==> config.mk <==
export PLATFORM = sky130hd
export DESIGN_NAME = rv_decode_top
export DESIGN_NICKNAME = d
export VERILOG_FILES = /design/src/source/rv_decode_pkg.sv /design/src/source/rv_imm_gen.sv /design/src/source/rv_op_decode.sv /design/src/source/rv_decode_stage.sv /design/src/source/rv_hazard_stage.sv /design/src/source/rv_decode_top.sv
export SDC_FILE = /design/constraint.sdc
export NUM_CORES = 1
export LEC_CHECK = 0
export ABC_AREA = 0
export BUFFER_PORTS_ARGS = -buffer_cell sky130_fd_sc_hd__buf_2
export CAP_MARGIN = 15
export CORE_AREA = 2 2 104 106
export DETAILED_ROUTE_END_ITERATION = 16
export DIE_AREA = 0 0 106 108
export SLEW_MARGIN = 20
export SYNTH_ARGS = -nofsm -noshare
export SYNTH_HDL_FRONTEND = slang
export SYNTH_SLANG_ARGS = --single-unit
==> constraint.sdc <==
create_clock -name clk_i -period 4.4 [get_ports clk_i]
set_input_delay 1.32 -clock clk_i [delete_from_list [all_inputs] [get_ports clk_i]]
set_output_delay 1.32 -clock clk_i [all_outputs]
set_load 0.1 [all_outputs]
==> src/source/rv_decode_pkg.sv <==
/* Shared widths, opcodes and ALU select codes for the RV32I decoder front end.
   Only the OP, OP-IMM, LUI and AUIPC major opcodes are known here.
   All other opcodes decode as illegal */
package rv_decode_pkg;

  //////////////////////////////////////////////////
  // Widths and basic types
  //////////////////////////////////////////////////
  localparam int DATA_WIDTH     = 32;
  localparam int REG_ADDR_WIDTH = 5;
  localparam int ALU_OP_WIDTH   = 4;

  typedef logic [DATA_WIDTH-1:0]     word_t;
  typedef logic [REG_ADDR_WIDTH-1:0] reg_addr_t;
  typedef logic [ALU_OP_WIDTH-1:0]   alu_op_t;  // {instr[30], funct3}

  localparam alu_op_t ALU_OP_ADD = 4'b0000;

  //////////////////////////////////////////////////
  // Encodings
  //////////////////////////////////////////////////
  // Major opcodes, instr[6:0]
  localparam logic [6:0] OPCODE_OP    = 7'b0110011;
  localparam logic [6:0] OPCODE_OPIMM = 7'b0010011;
  localparam logic [6:0] OPCODE_LUI   = 7'b0110111;
  localparam logic [6:0] OPCODE_AUIPC = 7'b0010111;

  // Shift-immediate forms of OP-IMM
  localparam logic [2:0] FUNCT3_SLL     = 3'b001;
  localparam logic [2:0] FUNCT3_SRL_SRA = 3'b101;

  // Decoded instruction class
  typedef enum logic [2:0] {
    OP_CLASS_REG     = 3'd0,  // Register-register ALU op
    OP_CLASS_IMM     = 3'd1,  // Register-immediate ALU op
    OP_CLASS_LUI     = 3'd2,
    OP_CLASS_AUIPC   = 3'd3,  // Operand A is the PC
    OP_CLASS_ILLEGAL = 3'd4
  } op_class_e;

endpackage

==> src/source/rv_imm_gen.sv <==
/* Immediate builder for the supported classes. Malformed shift forms arrive
   already classed illegal and give a zero immediate */
`timescale 1ns/1ps

module rv_imm_gen (
  input  rv_decode_pkg::word_t     instr_i,
  input  rv_decode_pkg::op_class_e class_i,
  output rv_decode_pkg::word_t     imm_o
);

  rv_decode_pkg::word_t i_imm;
  rv_decode_pkg::word_t shamt_imm;
  rv_decode_pkg::word_t u_imm;
  logic                 is_shift;

  // I-type, sign extended from bit 31
  assign i_imm = {{(rv_decode_pkg::DATA_WIDTH - 12){instr_i[31]}}, instr_i[31:20]};

  // Shift amount, never sign extended
  assign shamt_imm = {{(rv_decode_pkg::DATA_WIDTH - 5){1'b0}}, instr_i[24:20]};

  assign u_imm = {instr_i[31:12], 12'b0000_0000_0000};  // Upper 20 bits

  assign is_shift = (instr_i[14:12] == rv_decode_pkg::FUNCT3_SLL) ||
                    (instr_i[14:12] == rv_decode_pkg::FUNCT3_SRL_SRA);

  always_comb begin
    case (class_i)
      rv_decode_pkg::OP_CLASS_IMM: begin
        imm_o = is_shift ? shamt_imm : i_imm;
      end
      rv_decode_pkg::OP_CLASS_LUI,
      rv_decode_pkg::OP_CLASS_AUIPC: begin
        imm_o = u_imm;
      end
      default: begin
        imm_o = '0;  // OP and illegal carry no immediate
      end
    endcase
  end

endmodule

==> src/source/rv_op_decode.sv <==
/* Combinational class and ALU control decode.
   Unused register fields are driven as zero, illegal items use no register
   and have rd zero, so they never take part in a hazard */
`timescale 1ns/1ps

module rv_op_decode (
  input  rv_decode_pkg::word_t      instr_i,
  output rv_decode_pkg::op_class_e  class_o,
  output rv_decode_pkg::alu_op_t    alu_sel_o,
  output rv_decode_pkg::reg_addr_t  rs1_o,
  output rv_decode_pkg::reg_addr_t  rs2_o,
  output rv_decode_pkg::reg_addr_t  rd_o,
  output logic                      uses_rs1_o,
  output logic                      uses_rs2_o,
  output logic                      is_imm_o,
  output logic                      use_pc_o
);

  logic [6:0] opcode;
  logic [2:0] funct3;
  logic [6:0] funct7;
  logic       is_shift;
  logic       shift_ok;

  assign opcode = instr_i[6:0];
  assign funct3 = instr_i[14:12];
  assign funct7 = instr_i[31:25];

  assign is_shift = (funct3 == rv_decode_pkg::FUNCT3_SLL) ||
                    (funct3 == rv_decode_pkg::FUNCT3_SRL_SRA);
  // Upper bits zero, or only bit 30 set for the arithmetic form
  assign shift_ok = (funct7 == 7'b0000000) || (funct7 == 7'b0100000);

  always_comb begin
    class_o    = rv_decode_pkg::OP_CLASS_ILLEGAL;
    alu_sel_o  = rv_decode_pkg::ALU_OP_ADD;
    rs1_o      = '0;
    rs2_o      = '0;
    rd_o       = '0;
    uses_rs1_o = 1'b0;
    uses_rs2_o = 1'b0;
    is_imm_o   = 1'b0;
    use_pc_o   = 1'b0;

    case (opcode)
      rv_decode_pkg::OPCODE_OP: begin
        class_o    = rv_decode_pkg::OP_CLASS_REG;
        alu_sel_o  = {instr_i[30], funct3};
        rs1_o      = instr_i[19:15];
        rs2_o      = instr_i[24:20];
        rd_o       = instr_i[11:7];
        uses_rs1_o = 1'b1;
        uses_rs2_o = 1'b1;
      end
      rv_decode_pkg::OPCODE_OPIMM: begin
        if (!is_shift || shift_ok) begin  // Malformed shift stays illegal
          class_o    = rv_decode_pkg::OP_CLASS_IMM;
          alu_sel_o  = is_shift ? {instr_i[30], funct3} : {1'b0, funct3};
          rs1_o      = instr_i[19:15];
          rd_o       = instr_i[11:7];
          uses_rs1_o = 1'b1;
          is_imm_o   = 1'b1;
        end
      end
      rv_decode_pkg::OPCODE_LUI: begin
        class_o  = rv_decode_pkg::OP_CLASS_LUI;  // x0 + imm
        rd_o     = instr_i[11:7];
        is_imm_o = 1'b1;
      end
      rv_decode_pkg::OPCODE_AUIPC: begin
        class_o  = rv_decode_pkg::OP_CLASS_AUIPC;
        rd_o     = instr_i[11:7];
        is_imm_o = 1'b1;
        use_pc_o = 1'b1;  // PC + imm
      end
      default: begin
      end
    endcase
  end

endmodule

==> src/source/rv_decode_stage.sv <==
/* First pipeline stage. Decodes the incoming word and registers the item.
   While stall_i is high the register holds and ready_o is low, so the source
   must keep instr_i stable */
`timescale 1ns/1ps

module rv_decode_stage (
  input  logic                      clk_i,
  input  logic                      rstn_i,
  input  rv_decode_pkg::word_t      instr_i,
  input  logic                      instr_valid_i,
  input  logic                      stall_i,
  output logic                      ready_o,
  output logic                      item_valid_o,
  output rv_decode_pkg::op_class_e  class_o,
  output rv_decode_pkg::alu_op_t    alu_sel_o,
  output rv_decode_pkg::reg_addr_t  rs1_o,
  output rv_decode_pkg::reg_addr_t  rs2_o,
  output rv_decode_pkg::reg_addr_t  rd_o,
  output logic                      uses_rs1_o,
  output logic                      uses_rs2_o,
  output logic                      is_imm_o,
  output logic                      use_pc_o,
  output rv_decode_pkg::word_t      imm_o
);

  rv_decode_pkg::op_class_e  class_d;
  rv_decode_pkg::alu_op_t    alu_sel_d;
  rv_decode_pkg::reg_addr_t  rs1_d;
  rv_decode_pkg::reg_addr_t  rs2_d;
  rv_decode_pkg::reg_addr_t  rd_d;
  logic                      uses_rs1_d;
  logic                      uses_rs2_d;
  logic                      is_imm_d;
  logic                      use_pc_d;
  rv_decode_pkg::word_t      imm_d;

  rv_op_decode u_op_decode (
    .instr_i    (instr_i),
    .class_o    (class_d),
    .alu_sel_o  (alu_sel_d),
    .rs1_o      (rs1_d),
    .rs2_o      (rs2_d),
    .rd_o       (rd_d),
    .uses_rs1_o (uses_rs1_d),
    .uses_rs2_o (uses_rs2_d),
    .is_imm_o   (is_imm_d),
    .use_pc_o   (use_pc_d)
  );

  rv_imm_gen u_imm_gen (
    .instr_i (instr_i),
    .class_i (class_d),
    .imm_o   (imm_d)
  );

  assign ready_o = ~stall_i;  // Hazard stall is the only back-pressure

  //////////////////////////////////////////////////
  // Item register
  //////////////////////////////////////////////////
  always_ff @(posedge clk_i) begin
    if (!rstn_i) begin
      item_valid_o <= 1'b0;
    end else if (!stall_i) begin
      item_valid_o <= instr_valid_i;  // Bubble when nothing accepted
    end
  end

  always_ff @(posedge clk_i) begin
    if (!stall_i) begin
      class_o    <= class_d;
      alu_sel_o  <= alu_sel_d;
      rs1_o      <= rs1_d;
      rs2_o      <= rs2_d;
      rd_o       <= rd_d;
      uses_rs1_o <= uses_rs1_d;
      uses_rs2_o <= uses_rs2_d;
      is_imm_o   <= is_imm_d;
      use_pc_o   <= use_pc_d;
      imm_o      <= imm_d;
    end
  end

endmodule

==> src/source/rv_hazard_stage.sv <==
/* Second pipeline stage with the read-after-write check against the rd issued
   in the previous cycle. A hazard inserts STALL_CYCLES bubbles (1 to 3).
   Issue outputs are zero in every cycle without an issue */
`timescale 1ns/1ps

module rv_hazard_stage #(
  parameter int STALL_CYCLES = 1
) (
  input  logic                      clk_i,
  input  logic                      rstn_i,
  input  logic                      item_valid_i,
  input  rv_decode_pkg::op_class_e  class_i,
  input  rv_decode_pkg::alu_op_t    alu_sel_i,
  input  rv_decode_pkg::reg_addr_t  rs1_i,
  input  rv_decode_pkg::reg_addr_t  rs2_i,
  input  rv_decode_pkg::reg_addr_t  rd_i,
  input  logic                      uses_rs1_i,
  input  logic                      uses_rs2_i,
  input  logic                      is_imm_i,
  input  logic                      use_pc_i,
  input  rv_decode_pkg::word_t      imm_i,
  output logic                      stall_o,
  output logic                      issue_o,
  output logic                      illegal_o,
  output rv_decode_pkg::alu_op_t    alu_sel_o,
  output rv_decode_pkg::reg_addr_t  alu_dest_o,
  output rv_decode_pkg::reg_addr_t  rf_addr_a_o,
  output rv_decode_pkg::reg_addr_t  rf_addr_b_o,
  output logic                      is_imm_o,
  output logic                      use_pc_o,
  output rv_decode_pkg::word_t      imm_o
);

  localparam int CNT_WIDTH = 2;  // Enough for up to 3 bubbles

  rv_decode_pkg::reg_addr_t prev_rd_q;
  logic [CNT_WIDTH-1:0]     bubble_cnt_q;
  logic                     rs1_hit;
  logic                     rs2_hit;
  logic                     hazard;
  logic                     issue_d;
  logic                     illegal_d;

  //////////////////////////////////////////////////
  // Hazard detection
  //////////////////////////////////////////////////
  assign rs1_hit = uses_rs1_i && (rs1_i != '0) && (rs1_i == prev_rd_q);
  assign rs2_hit = uses_rs2_i && (rs2_i != '0) && (rs2_i == prev_rd_q);
  assign hazard  = item_valid_i && (rs1_hit || rs2_hit);

  // First bubble from the hazard itself, the rest from the counter
  assign stall_o = hazard || (bubble_cnt_q != '0);

  assign issue_d   = item_valid_i && !stall_o &&
                     (class_i != rv_decode_pkg::OP_CLASS_ILLEGAL);
  assign illegal_d = item_valid_i && !stall_o &&
                     (class_i == rv_decode_pkg::OP_CLASS_ILLEGAL);

  always_ff @(posedge clk_i) begin
    if (!rstn_i) begin
      bubble_cnt_q <= '0;
    end else if (bubble_cnt_q != '0) begin
      bubble_cnt_q <= bubble_cnt_q - 1'b1;
    end else if (hazard) begin
      bubble_cnt_q <= CNT_WIDTH'(STALL_CYCLES - 1);
    end
  end

  // Only an issued instruction leaves an rd behind
  always_ff @(posedge clk_i) begin
    if (!rstn_i) begin
      prev_rd_q <= '0;
    end else begin
      prev_rd_q <= issue_d ? rd_i : '0;
    end
  end

  //////////////////////////////////////////////////
  // Issue registers
  //////////////////////////////////////////////////
  always_ff @(posedge clk_i) begin
    if (!rstn_i) begin
      issue_o     <= 1'b0;
      illegal_o   <= 1'b0;
      alu_sel_o   <= '0;
      alu_dest_o  <= '0;
      rf_addr_a_o <= '0;
      rf_addr_b_o <= '0;
      is_imm_o    <= 1'b0;
      use_pc_o    <= 1'b0;
      imm_o       <= '0;
    end else begin
      issue_o     <= issue_d;    // Writeback strobe
      illegal_o   <= illegal_d;
      alu_sel_o   <= issue_d ? alu_sel_i : '0;
      alu_dest_o  <= issue_d ? rd_i : '0;
      rf_addr_a_o <= issue_d ? rs1_i : '0;
      rf_addr_b_o <= issue_d ? rs2_i : '0;
      is_imm_o    <= issue_d && is_imm_i;
      use_pc_o    <= issue_d && use_pc_i;
      imm_o       <= issue_d ? imm_i : '0;
    end
  end

endmodule

==> src/source/rv_decode_top.sv <==
/* RV32I decoder front end for OP, OP-IMM, LUI and AUIPC.
   Results appear 2 cycles after acceptance, 2 + STALL_CYCLES on a hazard.
   No downstream ready, the issue slot cannot be held */
`timescale 1ns/1ps

module rv_decode_top #(
  parameter int STALL_CYCLES = 1  // Bubbles per hazard, 1 to 3
) (
  input  logic                      clk_i,
  input  logic                      rstn_i,
  input  rv_decode_pkg::word_t      instr_i,
  input  logic                      instr_valid_i,
  output logic                      ready_o,
  output logic                      issue_o,
  output logic                      illegal_o,
  output rv_decode_pkg::alu_op_t    alu_sel_o,
  output rv_decode_pkg::reg_addr_t  alu_dest_o,
  output rv_decode_pkg::reg_addr_t  rf_addr_a_o,
  output rv_decode_pkg::reg_addr_t  rf_addr_b_o,
  output logic                      is_imm_o,
  output logic                      use_pc_o,
  output rv_decode_pkg::word_t      imm_o
);

  // Decode stage to hazard stage
  logic                      item_valid;
  rv_decode_pkg::op_class_e  item_class;
  rv_decode_pkg::alu_op_t    item_alu_sel;
  rv_decode_pkg::reg_addr_t  item_rs1;
  rv_decode_pkg::reg_addr_t  item_rs2;
  rv_decode_pkg::reg_addr_t  item_rd;
  logic                      item_uses_rs1;
  logic                      item_uses_rs2;
  logic                      item_is_imm;
  logic                      item_use_pc;
  rv_decode_pkg::word_t      item_imm;
  logic                      stall;

  rv_decode_stage u_decode_stage (
    .clk_i         (clk_i),
    .rstn_i        (rstn_i),
    .instr_i       (instr_i),
    .instr_valid_i (instr_valid_i),
    .stall_i       (stall),
    .ready_o       (ready_o),
    .item_valid_o  (item_valid),
    .class_o       (item_class),
    .alu_sel_o     (item_alu_sel),
    .rs1_o         (item_rs1),
    .rs2_o         (item_rs2),
    .rd_o          (item_rd),
    .uses_rs1_o    (item_uses_rs1),
    .uses_rs2_o    (item_uses_rs2),
    .is_imm_o      (item_is_imm),
    .use_pc_o      (item_use_pc),
    .imm_o         (item_imm)
  );

  rv_hazard_stage #(
    .STALL_CYCLES (STALL_CYCLES)
  ) u_hazard_stage (
    .clk_i        (clk_i),
    .rstn_i       (rstn_i),
    .item_valid_i (item_valid),
    .class_i      (item_class),
    .alu_sel_i    (item_alu_sel),
    .rs1_i        (item_rs1),
    .rs2_i        (item_rs2),
    .rd_i         (item_rd),
    .uses_rs1_i   (item_uses_rs1),
    .uses_rs2_i   (item_uses_rs2),
    .is_imm_i     (item_is_imm),
    .use_pc_i     (item_use_pc),
    .imm_i        (item_imm),
    .stall_o      (stall),
    .issue_o      (issue_o),
    .illegal_o    (illegal_o),
    .alu_sel_o    (alu_sel_o),
    .alu_dest_o   (alu_dest_o),
    .rf_addr_a_o  (rf_addr_a_o),
    .rf_addr_b_o  (rf_addr_b_o),
    .is_imm_o     (is_imm_o),
    .use_pc_o     (use_pc_o),
    .imm_o        (imm_o)
  );

endmodule

# Word-level counts from Yosys, hierarchy flattened
# Cells that the tools add are included.
dict set report totals {
  out_inout_bits 56
  wordCells 81
  reg_bits 116
  input_bits 35
}
dict set report op_classes {
  reduce_logical 26
  muxes 18
  n_eq_ne 14
  bitwise 1
  n_addsub 1
}
# op count
set op_table {}
lappend op_table {{32-bit one-hot mux with 2 select lines} 1}
lappend op_table {{32-bit two-way mux} 1}
lappend op_table {{7-bit by 6-bit == test with 1-bit output, second input constant} 3}
lappend op_table {{5-bit one-hot mux with 2 select lines} 2}
lappend op_table {{7-bit by 5-bit == test with 1-bit output, second input constant} 2}
lappend op_table {{3-bit one-hot mux with 4 select lines} 1}
lappend op_table {{5-bit == test} 2}
lappend op_table {{1-bit logical AND} 10}
lappend op_table {{5-bit two-way mux} 2}
lappend op_table {{5-bit nonzero test} 2}
lappend op_table {{4-bit two-way mux} 2}
lappend op_table {{4-bit one-hot mux with 2 select lines} 1}
lappend op_table {{7-bit zero test} 1}
lappend op_table {{3-bit by 1-bit == test with 1-bit output, second input constant} 2}
lappend op_table {{3-bit by 2-bit == test with 1-bit output, second input constant} 2}
lappend op_table {{3-bit == test, second input constant} 2}
lappend op_table {{1-bit logical OR} 5}
lappend op_table {{2-bit two-way mux} 2}
lappend op_table {{1-bit one-hot mux with 2 select lines} 2}
lappend op_table {{2-bit nonzero test} 2}
lappend op_table {{2-bit OR reduction} 2}
lappend op_table {{1-bit two-way mux} 3}
lappend op_table {{3-bit two-way mux} 1}
lappend op_table {{3-bit inequality test, second input constant} 1}
lappend op_table {{other kinds (5)} 6}

# Logic depth before layout (Yosys ltp)
# Gate-level depths: netlist of run 1.
dict set report logic_depth {
  word_depth 10
  depth_mapped 6
  depth_no_buf 5
}

# Hierarchy
# A second synthesis of run 1 with hierarchy kept.
dict set report hier_totals {
  cells_unflattened 349
  area_unflattened_um2 4406.7
}
# mod area_per_inst_um2 instances seq_area_each_um2 cells_each
set modules_own_cells {}
lappend modules_own_cells {rv_hazard_stage 1964.4 1 1141.1 202}
lappend modules_own_cells {rv_decode_stage 1781.7 1 1761.7 62}
lappend modules_own_cells {rv_imm_gen 337.8 1 0.0 43}
lappend modules_own_cells {rv_op_decode 322.8 1 0.0 42}

# Worst setup path before layout of run 1
# Ideal clock, no wire load.
dict set report synth_path {
  path_kind {register -> output}
  startpoint {register, netlist name u_hazard_stage.alu_dest_o[4]}
  endpoint {output ready_o}
  path_slack_ns -0.621
  path_buffers 0
  path_stages_with_launch 6
  required_time_ns 3.080
  arrival_time_ns 3.701
  path_cell_list {dfxtp_1 or2_2 o21ai_0 and4_4 o21ai_0 and2_1}
}
# item line_no
set synth_lines {}
lappend synth_lines {{end: declaration} rv_decode_top.sv:13} ;# output logic ready_o,

# Worst setup path after layout of run 1
dict set report layout_path {
  startpoint {register u_decode_stage.rs2_o[3]}
  endpoint {output ready_o}
}
dict set report layout_between {
  elab_chain_cells 7
  elab_cells_between_ends 8
  classes_between {eq/ne: 1; bitwise: 1; reduce/logical: 6}
}
# item line_no
set layout_rtl {}
lappend layout_rtl {{start: declaration} rv_decode_stage.sv:17} ;# output rv_decode_pkg::reg_addr_t rs2_o,
lappend layout_rtl {{start signal: assignment} rv_decode_stage.sv:74} ;# rs2_o <= rs2_d;
lappend layout_rtl {{5-bit nonzero test} rv_hazard_stage.sv:48} ;# assign rs2_hit = uses_rs2_i && (rs2_i != '0) && (rs2_i == prev_rd_q);
lappend layout_rtl {{1-bit logical AND} rv_hazard_stage.sv:48}
lappend layout_rtl {{1-bit logical AND (*)} rv_hazard_stage.sv:48}
lappend layout_rtl {{1-bit logical OR (*)} rv_hazard_stage.sv:49} ;# assign hazard = item_valid_i && (rs1_hit || rs2_hit);
lappend layout_rtl {{1-bit logical AND (*)} rv_hazard_stage.sv:49}
lappend layout_rtl {{1-bit logical OR (*)} rv_hazard_stage.sv:52} ;# assign stall_o = hazard || (bubble_cnt_q != '0);
lappend layout_rtl {{1-bit inverter (*)} rv_decode_stage.sv:56} ;# assign ready_o = ~stall_i;
# Every way passes the cells marked *; elsewhere a longest branch is shown, timed or not.

==> impl_metrics.csv, run 1 <==
group,metric,value,unit
synthesis,syn_area,4060,µm²
min_path,hold_depth,1,
clock_tree,cts_resized,0,
min_path,whs_endpoint,"u_hazard_stage.bubble_cnt_q[0]",
synthesis,ys_seq_elements,116,
finish,final_core_util,50.6,%
drt,routedWlPerCell,14.9,µm
timing,relSlewSlack,39.9,%
grt,antenna_found_initial,0,
floorplanning,die_w,106,µm
synthesis,syn_avg_cell_area,14.0,µm²
critical_path,cp_slowest_cell,"a211oi_1",
synthesis,async_flop_share,0,%
synthesis,synth_cell_types,35,
min_path,hp-class,"register to register",
finish,diodes,0,
timing,period_needed,3.66,ns
critical_path,rrSetupSlack,1.84,ns
synthesis,syn_nets,324,
critical_path,startpoint_type,"register",
grt,gr-usage-all-layers,14.9,%
clock_tree,clock-sinks,116,
power_and_ir_drop,pwr-share-comb,1.9,%
critical_path,worstPathArrival,2.34,ns
power_and_ir_drop,power_frac_seq,46.3,%
synthesis,synth_most_common_cell,"and3_1",
synthesis,yosysWarnings,0,
clock_tree,clockBufferDepth,2,
grt,overflow,0,
drt,ant_nets,0,
floorplanning,initial_core_util,39.6,%
grt,grt_max_degree,59,
power_and_ir_drop,power_switching,0.502,mW
floorplanning,io_pins,91,
clock_tree,cts.clk_slew.worst_paths,0.05,ns
power_and_ir_drop,leakage,2.70,nW
place,gp_congestion,0.704,
floorplanning,die_y,108,µm
min_path,worstHoldStart,"u_hazard_stage.bubble_cnt_q[0]",
synthesis,seq_area_frac_synth,71.6,%
timing,period_share,83.2,%
power_and_ir_drop,ir_drop,0.000244,V
grt,grt_pass1_wl,12.7,mm
clock_tree,tritoncts.num_buffers,17,
outcome,status,"completed",
critical_path,cp_max_fo,3,
clock_tree,clock-root-buffer,"clkbuf_8",
synthesis,yosys-top-cells-area,"edfxtp_1, dfxtp_1, and3_1, and2_1, a21o_1",
power_and_ir_drop,total_power,2.45,mW
grt,grt_pass1_vias,2491,
clock_tree,clock_latency,0.51,ns
timing,fmax,0.273,GHz
finish,finalNetCount,422,
place,dp_hpwl,5.33,mm
timing,fin_skew,0.00932,ns
drt,drc,0,
timing,worstMarginPinSlew,0.894,ns
drt,drt-total-wl,8.01,mm
timing,rsz0062_at_grt,"no",
clock_tree,cts_tree,"built",
critical_path,worstPathRequired,3.08,ns
power_and_ir_drop,clkPwrFrac,51.8,%
finish,finalInstanceArea,5170,µm²
critical_path,r2r_end,"u_decode_stage.alu_sel_o[1]",
floorplanning,fp-row-count,37,
timing,fin_tns_setup,0,ns
critical_path,slowest_delay,0.52,ns
floorplanning,die-area,11400,µm²
clock_tree,cts_setup_buffers,0,
synthesis,synth_top_cell_by_area,"edfxtp_1",
floorplanning,core_area,10200,µm²
synthesis,netlist.area_leader.share,42.9,%
drt,vias,2472,
clock_tree,ctsHoldBuffers,0,
critical_path,end_kind,"output pin",
critical_path,r2r-start,"u_decode_stage.rs1_o[1]",
finish,layout-drive-gt1-share,35.5,%
power_and_ir_drop,internal_power,1.94,mW
synthesis,synth_common_cells,"and3_1, dfxtp_1, edfxtp_1",
finish,area_growth,27.6,%
timing,slew_viol_final,0,
job,drv_cap,0,
drt,drt_iter0_drc,117,
critical_path,rr_worst_depth,6,
critical_path,timing_worst_setup_path_type,"register to output pin",
drt,viasPerCell,4.61,
power_and_ir_drop,p_per_area,473,nW/µm²
place,io_buffers,90,
critical_path,worstPathCellList,"xnor2_1 > nand3_1 > a211oi_1 > o21ai_0 > and2_2 > buf_12",
power_and_ir_drop,netSwitchingFraction,20.5,%
place,dpl-instance-area,4620,µm²
synthesis,synth-main-ff-cell,"edfxtp_1",
drt,drtPass1Iterations,4,
timing,hold_viol,0,
timing,finalSetupViolCount,0,
synthesis,synth_edf_count,58,
synthesis,synthCells,289,
clock_tree,cts.htree.levels,4,
[cells by family (layout without fill, tap and decap cells)]
group                     count (synthesis)  after routing  synth area share [%]
DFF                                     116            116                  71.6
buffers and inverters                    17            128                  2.87
and+or+nand+nor                         120            120                  18.6
muxes                                     1              1                 0.247
xor gates and xnor gates                  8              8                  1.73
AOI/OAI and AO/OA                        27             27                  4.97
[cell type report]
cell class                      instances  area [µm²]
Tap cell                              136         170
Sequential cell                       116        2900
Timing Repair Buffer                   94         495
Multi-Input combinational cell        156        1040
Clock buffer                           17         414
Clock inverter                         15         141
Inverter                                2        7.51
Fill cell                             917        5060
[power groups by stage]
| stage | combinational (mW) | clock (mW) | sequential, mW |
|---|---|---|---|
| 2_1_floorplan | 0.0197 | 0 | 1.16 |
| 3_3_place_gp | 0.0471 | 0 | 1.15 |
| 3_5_place_dp | 0.0478 | 0 | 1.15 |
| 4_1_cts | 0.0479 | 1.29 | 1.13 |
| 5_1_grt | 0.0526 | 1.34 | 1.13 |
| 6_report | 0.0472 | 1.27 | 1.13 |
[metal layers]
layer | GRT usage, % | routed length, µm | up-vias
met3 | 5.42 | 269 | 4
met1 | 18.3 | 3670 | 1168
li1 | - | - | 1237
met4 | 6.20 | 66 | 0
met5 | 0 | 0 | -
met2 | 23.8 | 4000 | 63
[metrics by stage]
stage | setup WS, ns | hold slack [ns] | cells
6_report | 0.738 | 0.426 | 536
5_1_grt | 0.540 | 0.437 | 536
4_1_cts | 0.706 | 0.426 | 536
3_5_place_dp | 1.27 | 0.417 | 504
3_3_place_gp | 1.29 | 0.413 | 504
2_1_floorplan | 0.296 | 0.403 | 289
[how the worst max path moves through the flow]
stage / start / to / slack [ns]
2_1_floorplan: u_hazard_stage.alu_dest_o[4] / ready_o / 0.30
3_3_place_gp: u_decode_stage.rs2_o[3] / ready_o / 1.29
3_5_place_dp: instr_i[6] / u_decode_stage.class_o[2] / 1.27
4_1_cts: u_decode_stage.rs2_o[3] / ready_o / 0.71
5_1_grt: u_decode_stage.rs2_o[1] / ready_o / 0.54
6_report: u_decode_stage.rs2_o[3] / ready_o / 0.74
[placed cells by master (no fill, tap or decap), types with 3 or more instances in the layout]
| cell | Yosys | final |
|---|---|---|
| buf_2 | 0 | 89 |
| and3_1 | 59 | 59 |
| edfxtp_1 | 58 | 58 |
| dfxtp_1 | 58 | 58 |
| and2_1 | 23 | 22 |
| a21o_1 | 19 | 19 |
| clkbuf_16 | 0 | 16 |
| nor2_1 | 6 | 6 |
| nand2_1 | 6 | 6 |
| clkinv_2 | 0 | 6 |
| and2_2 | 4 | 5 |
| xnor2_1 | 5 | 5 |
| nor3_1 | 4 | 4 |
| clkinvlp_4 | 0 | 4 |
| buf_4 | 0 | 4 |
| or2_2 | 3 | 3 |
| xor2_1 | 3 | 3 |
[critical path, delay by kind of cell, from the launching register on]
kind            cells  cell delay [ns]
compound gates      2             0.70
simple gates        2             0.36
buf+inv             1             0.17
xor+xnor            1             0.18
flops               1             0.42
[flip-flops by register name, summed over array words and instances (netlist names), 2 cells and up]
name and count:
u_decode_stage.rs2_o 5, u_hazard_stage.imm_o 32, u_hazard_stage.bubble_cnt_q 2, u_decode_stage.imm_o 32, u_hazard_stage.alu_sel_o 4, u_decode_stage.class_o 3
u_hazard_stage.alu_dest_o 5, u_decode_stage.rs1_o 5, u_decode_stage.rd_o 5, u_decode_stage.alu_sel_o 4, u_hazard_stage.rf_addr_b_o 5, u_hazard_stage.rf_addr_a_o 5
Power figures use the tool's default switching activity.
==> run 2, diff against run 1 <==
==> constraint.sdc (replaced) <==
create_clock -name clk_i -period 3.5 [get_ports clk_i]
set_input_delay 1.05 -clock clk_i [delete_from_list [all_inputs] [get_ports clk_i]]
set_output_delay 1.05 -clock clk_i [all_outputs]
set_load 0.1 [all_outputs]
==> run 2 against run 1 <==
Via count grew 1.9%. Design area grew 1.0%. Register-to-register slack lost 0.86 ns. Sequential power grew 26%. Flip-flop and latch count is the same. Die area is the same. Sequential share of layout area shrank 0.56 points. Core utilization grew 0.51 points. Total power grew 30%. Clock power grew 34%.
==> impl_metrics.csv, run 2 (synthesized netlist as in run 1, its figures left out) <==
group,metric,value,unit
outcome,status,"completed",
critical_path,cp_slowest_cell,"o41ai_1",
clock_tree,clock-sinks,116,
power_and_ir_drop,total_power,3.18,mW
drt,drt_iter0_drc,81,
drt,drtPass1Iterations,4,
critical_path,timing_worst_setup_path_type,"register to output pin",
grt,overflow,0,
floorplanning,fp-row-count,37,
drt,ant_nets,0,
timing,slew_viol_final,0,
clock_tree,cts.clk_slew.worst_paths,0.05,ns
timing,hold_viol,0,
timing,timing.final.ws_setup,0.249,ns
clock_tree,clockBufferDepth,2,
critical_path,r2r-start,"u_decode_stage.rs2_o[0]",
finish,layout_commonest_cell,"buf_2",
critical_path,worstPathArrival,2.20,ns
clock_tree,ctsHoldBuffers,0,
power_and_ir_drop,power_switching,0.597,mW
timing,finalSetupViolCount,0,
drt,routedWlPerCell,14.9,µm
power_and_ir_drop,ir_drop,0.000263,V
power_and_ir_drop,leakage,2.73,nW
finish,regArea,2900,µm²
place,dp_hpwl,5.37,mm
finish,fill_cells,906,
clock_tree,clock-root-buffer,"clkbuf_8",
min_path,whs_endpoint,"u_hazard_stage.bubble_cnt_q[0]",
critical_path,rr_worst_depth,5,
finish,finalInstanceArea,5230,µm²
power_and_ir_drop,clkPwrFrac,53.3,%
floorplanning,die-area,11400,µm²
critical_path,startpoint_type,"register",
timing,worstMarginPinSlew,0.744,ns
grt,grt_max_degree,59,
floorplanning,die_w,106,µm
drt,vias,2520,
drt,viasPerCell,4.68,
timing,period_needed,3.25,ns
finish,finalNetCount,424,
clock_tree,cts_resized,0,
timing,relSlewSlack,50.3,%
timing,rsz0062_at_grt,"no",
finish,diodes,0,
power_and_ir_drop,power_frac_seq,44.8,%
critical_path,rrSetupSlack,0.98,ns
drt,drt-total-wl,8.01,mm
floorplanning,core_area,10200,µm²
grt,antenna_found_initial,0,
critical_path,r2r_end,"u_decode_stage.imm_o[20]",
clock_tree,cts_tree,"built",
timing,period_share,92.9,%
critical_path,worstPathCellList,"o41ai_1 > a211oi_2 > o21ai_0 > and2_4 > buf_12",
place,dp_slack,0.714,ns
place,dpl-instance-area,4640,µm²
critical_path,worstPathRequired,2.45,ns
floorplanning,initial_core_util,39.6,%
finish,layout-drive-gt1-share,34.8,%
floorplanning,io_pins,91,
critical_path,cp_max_fo,3,
critical_path,end_kind,"output pin",
critical_path,slowest_delay,0.44,ns
place,gp_congestion,0.716,
grt,grt_pass1_wl,12.4,mm
clock_tree,cts_setup_buffers,0,
finish,area_growth,28.9,%
drt,drc,0,
timing,fin_tns_setup,0,ns
power_and_ir_drop,p_per_area,608,nW/µm²
min_path,hold_depth,1,
grt,grt_pass1_vias,2462,
power_and_ir_drop,netSwitchingFraction,18.8,%
min_path,worstHoldStart,"u_hazard_stage.bubble_cnt_q[0]",
timing,fmax,0.308,GHz
clock_tree,tritoncts.num_buffers,17,
min_path,hp-class,"register to register",
clock_tree,cts.htree.levels,4,
finish,reg_top3,"u_decode_stage.imm_o: 32 flops, u_hazard_stage.imm_o: 32 flops",
timing,fin_skew,0.0100,ns
grt,gr-usage-all-layers,14.7,%
power_and_ir_drop,internal_power,2.58,mW
floorplanning,die_y,108,µm
power_and_ir_drop,pwr-share-comb,1.9,%
job,drv_cap,0,
place,io_buffers,90,
finish,layout_common_cells,"buf_2, and3_1, edfxtp_1, dfxtp_1, and2_1",
clock_tree,clock_latency,0.50,ns
finish,multiInputGateArea,1050,µm²
run 2: cell count changes in the layout (fill, tap and decap cells not counted), moves of 2 or more:
cell and delta:
clkinv_1 +3, buf_4 +2, clkinv_2 -3, clkbuf_1 +2, bufinv_16 +2, clkinvlp_4 -2
clkinv_4 -2
run 2: worst max-delay path by stage:
stage	depth (start not counted)	start	to
final	5	u_decode_stage.rs2_o[0]	ready_o
after global routing	6	u_decode_stage.rs1_o[1]	ready_o
after CTS	6	u_decode_stage.rs2_o[1]	ready_o
after detailed placement	6	u_decode_stage.rs2_o[1]	ready_o
after global placement	6	u_decode_stage.rs2_o[2]	ready_o
after floorplan	5	u_hazard_stage.alu_dest_o[4]	ready_o
run 2: power by group through the flow:
| stage | Sequential [mW] | Combinational [mW] | Clock (mW) |
|---|---|---|---|
| after global routing | 1.42 | 0.0665 | 1.79 |
| after global placement | 1.45 | 0.0595 | 0 |
| after detailed placement | 1.45 | 0.0607 | 0 |
| final | 1.42 | 0.0603 | 1.70 |
| after CTS | 1.42 | 0.0607 | 1.73 |
| after floorplan | 1.45 | 0.0248 | 0 |
run 2: final cells by class:
cell class | instances | area share, %
Clock inverter | 13 | 3.16
Timing Repair Buffer | 96 | 9.77
Sequential cell | 116 | 55.5
Multi-Input combinational cell | 156 | 20.1
Tap cell | 136 | 3.26
Clock buffer | 19 | 8.07
Inverter | 2 | 0.144
run 2: worst max-delay path, delay by kind of cell (launching register included):
| kind | cells | cell delay [ns] |
|---|---|---|
| AO/OA/AOI/OAI | 3 | 0.87 |
| buffers and inverters | 1 | 0.17 |
| flip-flops | 1 | 0.43 |
| AND/OR/NAND/NOR | 1 | 0.23 |
run 2: metrics by stage:
step	utilization, %	hold slack [ns]	std cells
5_1_grt	51.1	0.473	538
4_1_cts	51.0	0.451	538
6_report	51.1	0.449	538
3_3_place_gp	45.3	0.412	506
3_5_place_dp	45.3	0.439	506
2_1_floorplan	-	0.403	289
run 2: per-layer routing:
| layer | global-route usage (%) | part of all wire, % | vias to the layer above |
|---|---|---|---|
| met2 | 24.1 | 50 | 62 |
| met3 | 4.46 | 4.4 | 14 |
| met5 | 0 | 0 | - |
| met4 | 7.99 | 1.9 | 0 |
| met1 | 17.4 | 44 | 1207 |
| li1 | - | - | 1237 |
